File: config.mk
export PLATFORM = sky130hd
export DESIGN_NAME = cart_loader
export DESIGN_NICKNAME = d
export VERILOG_FILES = /design/src/verilog/cart_hdr_pkg.sv /design/src/verilog/cart_quirk_pkg.sv /design/src/verilog/header_region_scan.sv /design/src/verilog/cart_id_match.sv /design/src/verilog/cart_config_publish.sv /design/src/verilog/cart_loader.sv
export SDC_FILE = /design/constraint.sdc
export NUM_CORES = 1
export LEC_CHECK = 0
export BUFFER_PORTS_ARGS = -buffer_cell sky130_fd_sc_hd__buf_2
export CORE_ASPECT_RATIO = 1.4
export CORE_MARGIN = 3
export CORE_UTILIZATION = 40
export CTS_CLUSTER_SIZE = 40
export DETAILED_ROUTE_END_ITERATION = 12
export SETUP_SLACK_MARGIN = 0.02
export SLEW_MARGIN = 10
export SYNTH_ARGS = -nofsm -noshare
export SYNTH_HDL_FRONTEND = slang
export SYNTH_HIERARCHICAL = 1
export SYNTH_SLANG_ARGS = --single-unit
File: constraint.sdc
create_clock -name clk_sys -period 7.1 [get_ports clk_sys]
set_clock_uncertainty 0.15 [all_clocks]
set_input_delay 0.71 -clock clk_sys [delete_from_list [all_inputs] [get_ports clk_sys]]
set_output_delay 0.71 -clock clk_sys [all_outputs]
set_load 0.05 [all_outputs]
File: src/verilog/cart_hdr_pkg.sv
// Types and constants for the cartridge header region scan
// Imported by the header scanner, the config publisher and the top level
// Region codes double as bit indexes into the header flag vector

package cart_hdr_pkg;

	// One word of the ROM download stream
	typedef logic [15:0] ioctl_data_t;

	typedef enum logic [1:0] {
		REGION_JP = 2'd0,
		REGION_US = 2'd1,
		REGION_EU = 2'd2
	} region_t;

	// [2] Europe, [1] USA, [0] Japan
	typedef logic [2:0] region_flags_t;

	// Priority order used when the header picks the region
	//   0: US > EU > JP
	//   1: EU > US > JP
	//   2: US > JP > EU
	//   3: JP > US > EU
	typedef logic [1:0] region_prio_t;

	//////////////////////////////////////////////////
	// Header word addresses in the download stream
	//////////////////////////////////////////////////

	localparam int unsigned HDR_REGION_ADDR0 = 'h1F0; // Region chars, both bytes
	localparam int unsigned HDR_REGION_ADDR1 = 'h1F2; // Third region char, low byte
	localparam int unsigned HDR_END_ADDR     = 'h200; // First word past the header

endpackage

File: src/verilog/cart_quirk_pkg.sv
// Types and constants for the cartridge ID lookup
// Quirk flags and light-gun settings are produced per known serial
// and handed to the rest of the core after the download

package cart_quirk_pkg;

	// Eight ASCII characters, first character in the top byte
	typedef logic [63:0] cart_id_t;

	// One bit per compatibility quirk
	typedef logic [5:0] quirk_flags_t;

	// Light-gun sensor delay in pixels
	typedef logic [7:0] gun_delay_t;

	//////////////////////////////////////////////////
	// Quirk bits
	//////////////////////////////////////////////////

	localparam quirk_flags_t QUIRK_SRAM   = 6'b000001; // Forced SRAM mapping
	localparam quirk_flags_t QUIRK_EEPROM = 6'b000010; // Serial EEPROM save
	localparam quirk_flags_t QUIRK_FIFO   = 6'b000100; // Fast VDP FIFO
	localparam quirk_flags_t QUIRK_NORAM  = 6'b001000; // Hide cart RAM
	localparam quirk_flags_t QUIRK_SVP    = 6'b010000; // SVP coprocessor
	localparam quirk_flags_t QUIRK_FMBUSY = 6'b100000; // FM busy flag emulation

	// Delay used for any cartridge without its own entry
	localparam gun_delay_t GUN_DELAY_DEFAULT = 8'd44;

	//////////////////////////////////////////////////
	// Serial location in the header
	//////////////////////////////////////////////////

	localparam int unsigned ID_ADDR_FIRST = 'h182; // First word of the serial
	localparam int unsigned ID_ADDR_MATCH = 'h18C; // Lookup happens on this write

endpackage

File: src/verilog/header_region_scan.sv
`timescale 1ns/1ps

// Scans the ROM download stream for the region field of the cartridge header
// Flags are cleared when a download starts and updated on each matching write
// hdr_ready marks that the whole header has gone past

module header_region_scan
	import cart_hdr_pkg::*;
#(
	parameter int ADDR_W = 25
) (
	input  logic              clk_sys,
	input  logic              RESET,
	input  logic              download,
	input  logic              wr,
	input  logic [ADDR_W-1:0] addr,
	input  ioctl_data_t       data,
	output region_flags_t     hdr_flags,
	output logic              hdr_ready
);

	localparam logic [ADDR_W-1:0] A_RGN0 = ADDR_W'(HDR_REGION_ADDR0);
	localparam logic [ADDR_W-1:0] A_RGN1 = ADDR_W'(HDR_REGION_ADDR1);
	localparam logic [ADDR_W-1:0] A_END  = ADDR_W'(HDR_END_ADDR);

	logic          dl_q;
	logic          dl_start;
	logic          hdr_wr;
	region_flags_t flags_nxt;

	// Region letter to its flag, anything else gives none
	function automatic region_flags_t char_flag(input logic [7:0] c);
		case (c)
			"J":     return 3'b001;
			"U":     return 3'b010;
			"E":     return 3'b100;
			default: return 3'b000;
		endcase
	endfunction

	function automatic logic is_hex(input logic [7:0] c);
		return (c >= "0" && c <= "9") || (c >= "A" && c <= "F");
	endfunction

	// Newer headers code the region as one hex digit
	function automatic region_flags_t hex_flags(input logic [7:0] c);
		logic [3:0] v;
		v = (c >= "A") ? c[3:0] - 4'd7 : c[3:0];
		return {v[3], v[2], v[0]}; // Europe, USA, Japan
	endfunction

	assign dl_start = download & ~dl_q;
	assign hdr_wr   = download & wr;

	always_comb begin
		flags_nxt = dl_start ? '0 : hdr_flags;
		if (hdr_wr && addr == A_RGN0) begin
			if (char_flag(data[7:0]) != '0)
				flags_nxt = flags_nxt | char_flag(data[7:0]);
			else if (is_hex(data[7:0]))
				flags_nxt = hex_flags(data[7:0]); // Digit replaces all flags
			flags_nxt = flags_nxt | char_flag(data[15:8]); // High byte only adds
		end
		if (hdr_wr && addr == A_RGN1)
			flags_nxt = flags_nxt | char_flag(data[7:0]);
	end

	always_ff @(posedge clk_sys) begin
		if (RESET) begin
			dl_q      <= 1'b0;
			hdr_flags <= '0;
			hdr_ready <= 1'b0;
		end else begin
			dl_q      <= download;
			hdr_flags <= flags_nxt;
			if (dl_start)
				hdr_ready <= 1'b0;
			if (hdr_wr && addr == A_END)
				hdr_ready <= 1'b1; // Header fully seen
		end
	end

endmodule

File: src/verilog/cart_id_match.sv
`timescale 1ns/1ps

// Collects the 8-character serial from the cartridge header while it streams in
// and looks it up in a small table of known cartridges on the match write
// Gives compatibility quirk flags and light-gun settings for the loaded game

module cart_id_match
	import cart_hdr_pkg::*;
	import cart_quirk_pkg::*;
#(
	parameter int ADDR_W = 25
) (
	input  logic              clk_sys,
	input  logic              RESET,
	input  logic              download,
	input  logic              wr,
	input  logic [ADDR_W-1:0] addr,
	input  ioctl_data_t       data,
	output quirk_flags_t      quirks,
	output logic              gun_type,
	output gun_delay_t        gun_delay
);

	localparam logic [ADDR_W-1:0] A_ID0   = ADDR_W'(ID_ADDR_FIRST);
	localparam logic [ADDR_W-1:0] A_ID1   = ADDR_W'(ID_ADDR_FIRST + 2);
	localparam logic [ADDR_W-1:0] A_ID2   = ADDR_W'(ID_ADDR_FIRST + 4);
	localparam logic [ADDR_W-1:0] A_ID3   = ADDR_W'(ID_ADDR_FIRST + 6);
	localparam logic [ADDR_W-1:0] A_ID4   = ADDR_W'(ID_ADDR_FIRST + 8);
	localparam logic [ADDR_W-1:0] A_MATCH = ADDR_W'(ID_ADDR_MATCH);

	logic         dl_q;
	logic         dl_start;
	logic         id_wr;
	ioctl_data_t  data_sw;
	cart_id_t     cart_id;
	quirk_flags_t lk_quirks;
	logic         lk_gun_type;
	gun_delay_t   lk_gun_delay;

	assign dl_start = download & ~dl_q;
	assign id_wr    = download & wr;
	assign data_sw  = {data[7:0], data[15:8]}; // Stream words are byte swapped

	//////////////////////////////////////////////////
	// Serial assembly
	//////////////////////////////////////////////////

	always_ff @(posedge clk_sys) begin
		if (id_wr) begin
			case (addr)
				A_ID0:   cart_id[63:56] <= data[15:8]; // Only the odd byte belongs to the serial
				A_ID1:   cart_id[55:40] <= data_sw;
				A_ID2:   cart_id[39:24] <= data_sw;
				A_ID3:   cart_id[23:8]  <= data_sw;
				A_ID4:   cart_id[7:0]   <= data[7:0];
				default: ;
			endcase
		end
	end

	// Known cartridge table
	always_comb begin
		lk_quirks    = '0;
		lk_gun_type  = 1'b0;
		lk_gun_delay = GUN_DELAY_DEFAULT;
		case (cart_id)
			"T-081276": lk_quirks = QUIRK_SRAM;
			"T-81406 ": lk_quirks = QUIRK_SRAM;
			"MK-1215 ": lk_quirks = QUIRK_EEPROM;
			"G-4060  ": lk_quirks = QUIRK_EEPROM;
			"T-89016 ": lk_quirks = QUIRK_FIFO;
			"T-113016": lk_quirks = QUIRK_NORAM;  // Game probes for RAM it must not find
			"MK-1229 ": lk_quirks = QUIRK_SVP;
			"G-7001  ": lk_quirks = QUIRK_SVP;
			"T-35036 ": lk_quirks = QUIRK_FMBUSY;
			"MK-1533 ": lk_gun_delay = 8'd100;     // Menacer title
			"T-95096-": begin
				lk_gun_type  = 1'b1;                // Justifier
				lk_gun_delay = 8'd52;
			end
			"T-95136-": begin
				lk_gun_type  = 1'b1;
				lk_gun_delay = 8'd30;
			end
			default: ;
		endcase
	end

	always_ff @(posedge clk_sys) begin
		if (RESET) begin
			dl_q      <= 1'b0;
			quirks    <= '0;
			gun_type  <= 1'b0;
			gun_delay <= GUN_DELAY_DEFAULT;
		end else begin
			dl_q <= download;
			if (dl_start) begin
				quirks    <= '0;
				gun_type  <= 1'b0;
				gun_delay <= GUN_DELAY_DEFAULT;
			end
			if (id_wr && addr == A_MATCH) begin
				quirks    <= lk_quirks;
				gun_type  <= lk_gun_type;
				gun_delay <= lk_gun_delay;
			end
		end
	end

endmodule

File: src/verilog/cart_config_publish.sv
`timescale 1ns/1ps

// Picks the console region and hands the cartridge config to the core
// Runs once per finished download as requester of a four-phase req/ack handshake
// The config is latched before req rises and held until the handshake completes

module cart_config_publish
	import cart_hdr_pkg::*;
	import cart_quirk_pkg::*;
(
	input  logic          clk_sys,
	input  logic          RESET,
	input  logic          download,
	input  region_flags_t hdr_flags,
	input  logic          hdr_ready,
	input  quirk_flags_t  quirks,
	input  logic          gun_type,
	input  gun_delay_t    gun_delay,
	input  logic          auto_region,
	input  region_prio_t  region_prio,
	input  region_t       manual_region,
	input  logic          cfg_ack,
	output logic          cfg_req,
	output region_t       cfg_region,
	output quirk_flags_t  cfg_quirks,
	output logic          cfg_gun_type,
	output gun_delay_t    cfg_gun_delay
);

	typedef enum logic [1:0] {
		IDLE,
		LATCH,
		REQ,
		WAIT_ACK_LOW
	} state_t;

	state_t  state;
	logic    dl_q;
	logic    dl_end;
	region_t region_sel;

	// First flagged region in the chosen order, first of the order if none
	function automatic region_t pick_region(input region_flags_t flags,
		input region_prio_t prio);
		region_t order [3];
		region_t pick;
		case (prio)
			2'd0: order = '{REGION_US, REGION_EU, REGION_JP};
			2'd1: order = '{REGION_EU, REGION_US, REGION_JP};
			2'd2: order = '{REGION_US, REGION_JP, REGION_EU};
			2'd3: order = '{REGION_JP, REGION_US, REGION_EU};
		endcase
		pick = order[0];
		for (int i = 2; i >= 0; i--) begin
			if (flags[order[i]])
				pick = order[i]; // Lower index wins
		end
		return pick;
	endfunction

	assign dl_end = dl_q & ~download;

	always_comb begin
		if (auto_region && hdr_ready)
			region_sel = pick_region(hdr_flags, region_prio);
		else
			region_sel = manual_region; // Disabled or header never completed
	end

	//////////////////////////////////////////////////
	// Handshake FSM
	//////////////////////////////////////////////////

	always_ff @(posedge clk_sys) begin
		if (RESET) begin
			state         <= IDLE;
			dl_q          <= 1'b0;
			cfg_req       <= 1'b0;
			cfg_region    <= REGION_JP;
			cfg_quirks    <= '0;
			cfg_gun_type  <= 1'b0;
			cfg_gun_delay <= GUN_DELAY_DEFAULT;
		end else begin
			dl_q <= download;
			case (state)
				IDLE: if (dl_end) state <= LATCH; // Ends seen mid-handshake are dropped
				LATCH: begin
					cfg_region    <= region_sel;
					cfg_quirks    <= quirks;
					cfg_gun_type  <= gun_type;
					cfg_gun_delay <= gun_delay;
					cfg_req       <= 1'b1;
					state         <= REQ;
				end
				REQ: begin
					if (cfg_ack) begin
						cfg_req <= 1'b0;
						state   <= WAIT_ACK_LOW;
					end
				end
				WAIT_ACK_LOW: if (!cfg_ack) state <= IDLE;
				default: state <= IDLE;
			endcase
		end
	end

endmodule

File: src/verilog/cart_loader.sv
`timescale 1ns/1ps

// Cartridge load inspection top level
// Both scanners watch the same download stream, the publisher combines
// their results at the end of the download and offers them by req/ack

module cart_loader
	import cart_hdr_pkg::*;
	import cart_quirk_pkg::*;
#(
	parameter int ADDR_W = 25 // ioctl address width
) (
	input  logic              clk_sys,
	input  logic              RESET,
	input  logic              download,
	input  logic              wr,
	input  logic [ADDR_W-1:0] addr,
	input  ioctl_data_t       data,
	input  logic              auto_region,
	input  region_prio_t      region_prio,
	input  region_t           manual_region,
	input  logic              cfg_ack,
	output logic              cfg_req,
	output region_t           cfg_region,
	output quirk_flags_t      cfg_quirks,
	output logic              cfg_gun_type,
	output gun_delay_t        cfg_gun_delay
);

	region_flags_t hdr_flags;
	logic          hdr_ready;
	quirk_flags_t  quirks;
	logic          gun_type;
	gun_delay_t    gun_delay;

	header_region_scan #(.ADDR_W(ADDR_W)) hdr_scan_i (
		.clk_sys   (clk_sys),
		.RESET     (RESET),
		.download  (download),
		.wr        (wr),
		.addr      (addr),
		.data      (data),
		.hdr_flags (hdr_flags),
		.hdr_ready (hdr_ready)
	);

	cart_id_match #(.ADDR_W(ADDR_W)) id_match_i (
		.clk_sys   (clk_sys),
		.RESET     (RESET),
		.download  (download),
		.wr        (wr),
		.addr      (addr),
		.data      (data),
		.quirks    (quirks),
		.gun_type  (gun_type),
		.gun_delay (gun_delay)
	);

	cart_config_publish publish_i (
		.clk_sys       (clk_sys),
		.RESET         (RESET),
		.download      (download),
		.hdr_flags     (hdr_flags),
		.hdr_ready     (hdr_ready),
		.quirks        (quirks),
		.gun_type      (gun_type),
		.gun_delay     (gun_delay),
		.auto_region   (auto_region),
		.region_prio   (region_prio),
		.manual_region (manual_region),
		.cfg_ack       (cfg_ack),
		.cfg_req       (cfg_req),
		.cfg_region    (cfg_region),
		.cfg_quirks    (cfg_quirks),
		.cfg_gun_type  (cfg_gun_type),
		.cfg_gun_delay (cfg_gun_delay)
	);

endmodule

---- Yosys cells after proc, flatten, opt, wreduce, memory -nomap -nowiden ----
Index checks and enable logic that the tools add are counted.
word-level totals
  register bits after elaboration ......... 104
  output and inout bits ................... 18
cells by class
  add/sub/neg operators ................... 1
  $lt $le $gt $ge ......................... 7
  equality and inequality tests ........... 36
  multiplexer cells ....................... 42
  bitwise operators ....................... 8
  reductions and logical operators ........ 25
operator list
  cell                    count
  $eq A64 B63 Y1 const B  12
  $eq A25 B9 Y1 const B   8
  $eq A8 B7 Y1 const B    6
  $pmux W6 S6             1
  $mux W3                 11
  $eq A25 B10 Y1 const B  1
  $pmux W6 S4             1
  $pmux W7 S3             1
  $mux W6                 3
  $pmux W3 S3             2
  $mux W8                 2
  $mux W2                 7
  $reduce_and A2 Y1       6
  $lt A2 B3 Y1 const B    3
  $or A3 B3 Y3            3
  $eq A2 B2 Y1 const B    4
  $ge A8 B6 Y1 const B    1
  $ge A8 B7 Y1 const B    1
  $le A8 B6 Y1 const B    1
  $le A8 B7 Y1 const B    1
  $mux W1                 8
  $pmux W2 S4             1
  $reduce_or A2 Y1        4
  $logic_and A1 B1 Y1     7
  other kinds (14)        24

---- Logic depth before layout (Yosys ltp) ----
Gate-level depths: netlist of the first run.
  word-level depth ........................ 13
  gate-level depth with buffers ........... 7
  gate-level depth less buffers ........... 6

---- Cells and area by module ----
The synthesis of the first run kept the hierarchy.
by module, submodules not included
  module               times used  cells an instance  area each (um2)  seq. area each (um2)
  cart_id_match        1           237                3233.1           2182.1
  cart_config_publish  1           95                 959.7            420.4
  header_region_scan   1           91                 666.9            100.1

---- Worst setup path after synthesis of the first run ----
No wires, ideal clock.
  path type ............................... input -> register
  start ................................... input port addr[21]
  end ..................................... register id_match_i.cart_id[40], enable pin
  setup time .............................. 437 ps
  data arrival time ....................... 3146 ps
  path slack .............................. 3367 ps
  stages .................................. 4
  path through ............................ nor4_1 nand4b_1 nor2_1 nor4b_1
between the ends
  longest elaborated chain between the ends .. 2
RTL lines
  element                      RTL line             source
  start, declared              cart_loader.sv:17    input logic [ADDR_W-1:0] addr,
  $eq A25 B9 Y1                cart_id_match.sv:50  case (addr)
  $reduce_and A2 Y1 (no line)  -
  end signal, assigned         cart_id_match.sv:52  A_ID1: cart_id[55:40] <= data_sw;
  end, declared                cart_id_match.sv:35  cart_id_t cart_id;
Every way passes these cells.
A chain may end at the register's enable or synchronous reset.

---- Worst setup path in the final report of the first run ----
  start ................................... input port addr[6]
  end ..................................... register id_match_i.cart_id[29], enable pin
The elaborated chain is that of the path after synthesis.

==> results of run 1 <==
[cell families (layout without fill, tap and decap cells)]
group                    count (synthesis)  count (layout)  synth area share (%)
buffers and inverters                   19              92                 2.008
adder cells (fa/ha/maj)                  5               5                 1.287
XOR/XNOR                                 1               1                0.1803
multiplexers                            13              13                 2.678
flip-flops                             103             103                 55.61
AO/OA/AOI/OAI                           53              53                 8.599
other                                    2               3                0.1545
AND/OR/NAND/NOR                        227             227                 29.48
[state kept, by name, summed over array words and instances, names as in the netlist]
name,count
publish_i/cfg_req,1
id_match_i/gun_delay,5
publish_i/cfg_gun_type,1
publish_i/dl_q,1
id_match_i/cart_id,64
publish_i/state,2
publish_i/cfg_quirks,6
publish_i/cfg_region,2
hdr_scan_i/hdr_flags,3
hdr_scan_i/dl_q,1
publish_i/cfg_gun_delay,8
id_match_i/quirks,6
hdr_scan_i/hdr_ready,1
id_match_i/gun_type,1
id_match_i/dl_q,1
[final cells by class]
cell class	count	area [sq um]	share of cell area, %
Tap cell	147	183.9	3.257
Multi-Input combinational cell	302	2087	36.95
Sequential cell	103	2703	47.85
Clock inverter	7	67.56	1.196
Inverter	5	18.77	0.3323
Clock buffer	9	225.2	3.988
Timing Repair Buffer	71	362.8	6.424
[layer usage]
| metal | share of wire [%] | GRT usage (%) | vias to the layer above |
|---|---|---|---|
| met1 | 41 | 21.14 | 1769 |
| met3 | 4.0 | 3.183 | 28 |
| met4 | 3.6 | 8.732 | 0 |
| li1 | - | - | 1794 |
| met5 | 0 | 0 | - |
| met2 | 51 | 28.81 | 87 |
[final timing paths]
kind                            cells past startpoint  slack (ns)                    endpoint
worst max-delay path                                6        4.45      id_match_i/cart_id[29]
worst min-delay path                                1        0.31  publish_i/cfg_gun_delay[5]
worst max register to register                      6        4.85     id_match_i/gun_delay[3]
worst min register to register                      1        0.31  publish_i/cfg_gun_delay[5]
[metrics by stage]
stage               setup slack [ns]  utilization [%]  hold slack (ns)  std cells
floorplan                      3.367                -           0.2748        424
global placement               3.883            45.03           0.2924        628
detailed placement             3.785            45.03           0.3007        628
CTS                            4.160            47.49           0.3141        644
global route                   4.231            47.55           0.3245        644
finish                         4.445            47.55           0.3094        644
[cell usage in the layout, fill, tap and decap left out, drive strengths merged, types with 5 or more instances in the layout]
cell type and n:
nor2b 13, nor4b 9, edfxtp 64, a21oi 10
ha 5, buf 71, o21ai 7, inv 11
nand2b 10, nor2 41, or3 6, nand4 15
nand2 26, or4 6, mux2i 13, dfxtp 39
nor4 27, nand3 17, clkbuf 9, nor3 15
and3 9
[power groups by stage]
| stage | combinational, mW | sequential (mW) | clock [mW] |
|---|---|---|---|
| floorplan | 0.121 | 0.733 | 0 |
| detailed placement | 0.231 | 0.681 | 0 |
| global route | 0.250 | 0.669 | 0.523 |
| CTS | 0.232 | 0.667 | 0.500 |
| global placement | 0.226 | 0.679 | 0 |
| finish | 0.230 | 0.667 | 0.488 |
==> flow_summary_export.csv, run 1 <==
group,metric,value,unit
global_route,grt_max_degree,38,
sta,tns,0,ns
placed_design,portBuffers,68,
min_path,min_from,"id_match_i/gun_delay[5]",
setup_path,reg2reg_from,"id_match_i/cart_id[23]",
clock_tree,numCtsBuffers,9,
layout,area_growth,16.22,%
pwr,p_leak,1.923,nW
run,max_cap_viol_count,0,
drt,drc,0,
yosys,synth.area.top_cells,"edfxtp_1 40%, dfxtp_1 16%, nor2_1 3.2%",
drt,drt-wirelength-per-cell,17.67,um
yosys,synth_area,4860,sq um
pwr,pwr-share-seq,48.2,%
drt,drtPass1Iterations,5,
floorplan,die_h,136.4,um
yosys,ys_async_sr_fraction,0,%
drt,viasPerCell,5.711,
setup_path,critPathTopFamily,"simple AND/OR/NAND/NOR gates",
clock_tree,clk_latency,0.35,ns
yosys,syn_avg_cell_area,11.49,sq um
run_status,status,"finished, final reports clean",
pwr,p_int,0.9850,mW
setup_path,cp_data_required_time,6.93,ns
floorplan,design.portCount,69,
clock_tree,htreeDepth,3,
yosys,yosysTopAreaCell,"edfxtp_1",
sta,timing.final.crit_period,2.655,ns
setup_path,worst_path_max_delay_cell,"nor3_4",
floorplan,start_util,40.91,%
setup_path,max_stage_delay,0.65,ns
sta,tightest_slew,1.129,ns
clock_tree,cts_tree,"yes",
pwr,p_sw_share,28.81,%
setup_path,worstSetupStartpointType,"input port",
drt,vias,3678,
sta,setup_viol,0,
setup_path,path_class,"input port to flip-flop",
yosys,yosys_register_bits,103,
global_route,overflow,0,
floorplan,die_w,99.16,um
layout,fill_cells,1115,
sta,maxSlewViolCount,0,
sta,fin_crit_sh,37.39,%
yosys,syn_inst,423,
global_route,grt_use_total,17.21,%
layout,n_antenna_cell,0,
setup_path,path_buf_inv,1,
sta,relSlewSlack,24.74,%
setup_path,path_cells,"buf_2 -> nor4b_1 -> nand3_1 -> nor2_1 -> nand2_1 -> nor3_4",
placed_design,place_area,5349,sq um
yosys,ys_seq_area_share,55.61,%
clock_tree,cts.sinks,103,
min_path,min_path_type,"flip-flop to flip-flop",
drt,drt-initial-drc-count,191,
floorplan,die-area,13530,sq um
sta,grt_setup_unrepaired,"false",
yosys,yosysMostFrequentCell,"edfxtp_1",
clock_tree,clk_pin_slew,0.07,ns
placed_design,gp_congestion,0.8947,
pwr,power.density,245.0,nW/um^2
floorplan,row_count,47,
global_route,grt_pass1_vias,3548,
global_route,grt_first_pass_wirelength,17990,um
floorplan,coreArea,11880,sq um
layout,layout-drive-gt1-share,22.94,%
pwr,total_power,1.384,mW
sta,hold_viol,0,
clock_tree,postCtsHoldBufs,0,
layout,final_cell_area,5648,sq um
clock_tree,post_cts_buffers,0,
setup_path,cp_max_fo,16,
global_route,antenna_found_initial,0,
drt,ant_nets,0,
layout,final_net_count,548,
drt,wl,11380,um
setup_path,critPathArrivalTime,2.49,ns
pwr,ir_worst_vdd,137.9,uV
yosys,ys_types,77,
clock_tree,root_buffer,"clkbuf_16",
pwr,power_frac_comb,16.6,%
yosys,ys.warnings.count,6,
setup_path,worstSetupStartpoint,"addr[6]",
yosys,synth_edf_count,64,
clock_tree,clockBufferDepth,2,
sta,fmax,376.7,MHz
pwr,p_switching,0.3987,mW
setup_path,endpoint_kind,"flip-flop",
yosys,synth_ff_type,"edfxtp_1",
yosys,synth.top_cells.by_count,"64 x edfxtp_1, 41 x nor2_1, 39 x dfxtp_1",
clock_tree,cts_resized,0,
pwr,clockPowerShare,35.2,%
placed_design,dp_hpwl,8465,um
yosys,synth_top_area_share,39.55,%
(Power assumes the default switching activity.)
==> inputs of run 2 (changes only) <==
==> constraint.sdc (replaced) <==
create_clock -name clk_sys -period 2.3 [get_ports clk_sys]
set_clock_uncertainty 0.15 [all_clocks]
set_input_delay 0.23 -clock clk_sys [delete_from_list [all_inputs] [get_ports clk_sys]]
set_output_delay 0.23 -clock clk_sys [all_outputs]
set_load 0.05 [all_outputs]
==> flow_summary_export.csv, run 2 (synthesis gave the netlist of run 1 again) <==
group,metric,value,unit
global_route,grt_first_pass_wirelength,18970,um
drt,viasPerCell,5.696,
clock_tree,postCtsHoldBufs,6,
clock_tree,clk_pin_slew,0.07,ns
global_route,grt_use_total,18.13,%
floorplan,row_count,47,
pwr,p_leak,2.012,nW
layout,layout-drive-gt1-share,25.10,%
sta,fmax,467.2,MHz
placed_design,portBuffers,68,
drt,drc,0,
layout,largest_reg_flops,64,
clock_tree,cts_tree,"yes",
layout,final_cell_area,5826,sq um
setup_path,endpoint_kind,"flip-flop",
drt,drt-wirelength-per-cell,18.01,um
drt,wl,11980,um
layout,final_common_cell,"buf_2",
layout,layout_common_cells,"68 x buf_2, 64 x edfxtp_1, 41 x nor2_1, 39 x dfxtp_1, 26 x nand2_1",
drt,vias,3788,
floorplan,design.portCount,69,
global_route,grt_max_degree,28,
drt,ant_nets,0,
placed_design,gp_congestion,0.9397,
sta,grt_setup_unrepaired,"false",
floorplan,coreArea,11880,sq um
clock_tree,cts.sinks,103,
floorplan,die_h,136.4,um
min_path,min_path_type,"input port to flip-flop",
layout,reg.largest.list,"id_match_i/cart_id: 64 flops, publish_i/cfg_gun_delay: 8 flops",
pwr,power.density,725.0,nW/um^2
floorplan,die-area,13530,sq um
pwr,ir_worst_vdd,433.9,uV
drt,drtPass1Iterations,4,
placed_design,pre_cts_ws,0.04862,ns
layout,area_growth,19.88,%
sta,setup_viol,0,
sta,relSlewSlack,59.76,%
run,max_cap_viol_count,0,
setup_path,reg2reg_from,"id_match_i/cart_id[50]",
setup_path,cp_data_required_time,2.37,ns
setup_path,path_class,"flip-flop to flip-flop",
sta,tightest_slew,0.5989,ns
layout,final_net_count,570,
placed_design,place_area,5488,sq um
sta,tns,0,ns
clock_tree,clockBufferDepth,2,
sta,fin_crit_sh,93.06,%
layout,largest_register,"id_match_i/cart_id",
clock_tree,root_buffer,"clkbuf_16",
sta,timing.final.crit_period,2.140,ns
layout,n_antenna_cell,0,
clock_tree,cts_resized,0,
placed_design,dp_hpwl,8893,um
drt,drt-initial-drc-count,185,
floorplan,start_util,40.91,%
setup_path,critPathArrivalTime,2.21,ns
sta,hold_viol,0,
setup_path,worstSetupStartpoint,"id_match_i/cart_id[50]",
global_route,grt_pass1_vias,3791,
clock_tree,numCtsBuffers,9,
min_path,min_from,"data[9]",
setup_path,cp_max_fo,2,
floorplan,die_w,99.16,um
sta,worst_slack,0.1596,ns
clock_tree,htreeDepth,3,
pwr,total_power,4.223,mW
setup_path,worstSetupStartpointType,"flip-flop",
global_route,antenna_found_initial,0,
global_route,overflow,0,
sta,maxSlewViolCount,0,
clock_tree,post_cts_buffers,0,
clock_tree,clk_latency,0.34,ns
run_status,status,"finished, final reports clean",
run 2: layout make-up:
class                   instances  area [sq um]
inverters                       5         18.77
repair buffers                 93         555.5
flip-flops and latches        103          2703
fillers                      1105          6053
well taps                     147         183.9
multi-input cells             302          2087
clock inverters                 6         52.55
clock buffers                   9         225.2
run 2: report_power, final:
| group | leakage [nW] | switching [mW] | internal [mW] |
|---|---|---|---|
| clock network | 0.130 | 0.692 | 0.745 |
| registers | 0.892 | 0.0367 | 2.02 |
| logic | 0.990 | 0.466 | 0.263 |
run 2: stage by stage:
| step | utilization (%) | instances | hold WS (ns) |
|---|---|---|---|
| global placement | 46.20 | 644 | 0.2926 |
| CTS | 49.04 | 665 | 0.0001256 |
| finish | 49.04 | 665 | 0.01399 |
| global route | 49.04 | 665 | 0.02016 |
| detailed placement | 46.20 | 644 | 0.2959 |
| floorplan | - | 424 | 0.1516 |
run 2: final timing paths:
path | cells after the start | slack, ns | endpoint
worst min register to register | 2 | 0.30 | id_match_i/gun_delay[4]
worst max register to register | 6 | 0.16 | id_match_i/gun_delay[3]
worst max-delay path | 6 | 0.16 | id_match_i/gun_delay[3]
worst min-delay path | 1 | 0.01 | id_match_i/cart_id[41]
run 2: per-layer routing:
metal | up-vias | part of all wire, % | track usage, %
met3 | 27 | 4.1 | 3.285
met2 | 106 | 54 | 33.33
met4 | 0 | 3.0 | 8.125
li1 | 1827 | - | -
met5 | - | 0 | 0
met1 | 1828 | 39 | 20.13
run 2: critical path, stage by stage, from the launching register on:
cell	delay [ns]
edfxtp_1	0.39
or4b_4	0.56
nor4_4	0.30
nand4_1	0.14
nor3_1	0.27
a41o_1	0.14
a31oi_1	0.07
==> inputs of run 3 (changes only) <==
--- a/config.mk
+++ b/config.mk
@@ -11,6 +11,7 @@
 export CORE_UTILIZATION = 40
 export CTS_CLUSTER_SIZE = 40
 export DETAILED_ROUTE_END_ITERATION = 12
+export REMOVE_ABC_BUFFERS = 1
 export SETUP_SLACK_MARGIN = 0.02
 export SLEW_MARGIN = 10
 export SYNTH_ARGS = -nofsm -noshare
==> flow_summary_export.csv, run 3 (synthesis gave the netlist of run 1 again) <==
group,metric,value,unit
sta,fin_crit_sh,94.42,%
floorplan,design.portCount,69,
floorplan,start_util,40.91,%
setup_path,cp_data_required_time,2.37,ns
global_route,grt_use_total,17.58,%
sta,whs,0.008031,ns
placed_design,place_area,5474,sq um
sta,grt_setup_unrepaired,"false",
pwr,power.density,747.6,nW/um^2
setup_path,max_stage_delay,0.43,ns
clock_tree,clockBufferDepth,2,
clock_tree,root_buffer,"clkbuf_16",
sta,maxSlewViolCount,0,
setup_path,critPathArrivalTime,2.24,ns
floorplan,coreArea,11880,sq um
drt,wl,11470,um
drt,ant_nets,0,
clock_tree,clk_latency,0.35,ns
pwr,power_frac_comb,16.6,%
layout,largest_register,"id_match_i/cart_id",
pwr,p_sw_share,27.64,%
setup_path,cp_max_fo,3,
run,max_cap_viol_count,0,
setup_path,path_cells,"nor4b_1 -> nand3b_1 -> or3_1 -> nor3_2 -> a41o_1 -> a31oi_1",
sta,relSlewSlack,61.81,%
floorplan,die_w,99.16,um
setup_path,endpoint_kind,"flip-flop",
layout,reg.largest.list,"id_match_i/cart_id: 64 flops, publish_i/cfg_gun_delay: 8 flops",
placed_design,dp.cells,643,
drt,drt-initial-drc-count,113,
pwr,total_power,4.351,mW
setup_path,critPathTopFamily,"simple AND/OR/NAND/NOR gates",
floorplan,die_h,136.4,um
global_route,grt_max_degree,24,
layout,layout_common_cells,"68 x buf_2, 64 x edfxtp_1, 41 x nor2_1, 39 x dfxtp_1, 26 x nand2_1",
setup_path,path_buf_inv,0,
layout,final_util,48.99,%
pwr,p_int,3.148,mW
global_route,grt_pass1_vias,3684,
global_route,grt_first_pass_wirelength,18490,um
global_route,antenna_found_initial,0,
clock_tree,cts_tree,"yes",
clock_tree,numCtsBuffers,9,
drt,drc,0,
pwr,clockPowerShare,36.1,%
layout,seqCellArea,2703,sq um
clock_tree,clk_pin_slew,0.07,ns
run_status,status,"finished, final reports clean",
pwr,p_switching,1.202,mW
sta,timing.final.crit_period,2.172,ns
layout,n_antenna_cell,0,
pwr,pwr-share-seq,47.3,%
sta,tightest_slew,0.5684,ns
placed_design,gp_congestion,0.8767,
layout,final_common_cell,"buf_2",
global_route,overflow,0,
min_path,min_path_type,"input port to flip-flop",
floorplan,row_count,47,
clock_tree,post_cts_buffers,0,
layout,fill_cells,1123,
layout,largest_reg_flops,64,
layout,layout-drive-gt1-share,25.24,%
drt,drtPass1Iterations,4,
setup_path,path_class,"flip-flop to flip-flop",
pwr,p_leak,2.015,nW
setup_path,worstSetupStartpointType,"flip-flop",
drt,drt-wirelength-per-cell,17.32,um
drt,vias,3708,
sta,hold_viol,0,
layout,area_growth,19.75,%
placed_design,portBuffers,68,
layout,finalNonFillerCells,662,
floorplan,die-area,13530,sq um
clock_tree,cts.sinks,103,
layout,final_cell_area,5819,sq um
placed_design,dp_hpwl,8715,um
layout,multi_input_area,2086,sq um
setup_path,worst_path_max_delay_cell,"or3_1",
sta,fmax,460.5,MHz
clock_tree,htreeDepth,3,
sta,setup_viol,0,
layout,final_net_count,566,
drt,viasPerCell,5.601,
pwr,ir_worst_vdd,489.4,uV
run 3: layout make-up:
cell class,count,share of cell area (%)
clock inverter,7,1.462
sequential,103,46.44
clock buffer,9,3.870
multi-input combinational,302,35.84
tap,147,3.161
inverter,5,0.3225
timing repair buffer,89,8.901
run 3: timing repair:
item                       CTS  global route
hold buffers                 3             0
setup endpoints to repair    0             2
hold endpoints to repair    12             0
resized for setup            0             1
run 3: worst paths after layout:
path	slack, ns	endpoint	depth (start not counted)	from
max	0.13	id_match_i/gun_delay[3]	6	id_match_i/cart_id[6]
min	0.008	id_match_i/cart_id[45]	1	data[13]
max reg2reg	0.13	id_match_i/gun_delay[3]	6	id_match_i/cart_id[6]
min reg2reg	0.31	id_match_i/gun_delay[1]	2	id_match_i/gun_delay[1]
run 3: stage by stage:
step           worst slack (ns)  TNS, ns
2_1_floorplan           -0.9530   -34.64
3_3_place_gp             0.1089        0
3_5_place_dp             0.1070        0
4_1_cts                 0.06525        0
5_1_grt                 0.04322        0
6_report                 0.1283        0
run 3: worst register-to-register path, stage by stage (launching register included):
cell and delay, ns:
edfxtp_1 0.39, nor4b_1 0.41, nand3b_1 0.21, or3_1 0.43
nor3_2 0.24, a41o_1 0.13, a31oi_1 0.08
run 3: metal layers:
layer / vias up / wire (um) / track usage (%)
met5: - / 0 / 0
met4: 0 / 364 / 7.593
met3: 22 / 283 / 3.747
met2: 56 / 6182 / 31.43
met1: 1803 / 4636 / 20.07
li1: 1827 / - / -
run 3: power by group through the flow:
| stage | combinational, mW | sequential [mW] | clock [mW] |
|---|---|---|---|
| 2_1_floorplan | 0.334 | 2.26 | 0 |
| 3_3_place_gp | 0.703 | 2.10 | 0 |
| 3_5_place_dp | 0.720 | 2.10 | 0 |
| 4_1_cts | 0.727 | 2.06 | 1.61 |
| 5_1_grt | 0.789 | 2.07 | 1.71 |
| 6_report | 0.721 | 2.06 | 1.57 |
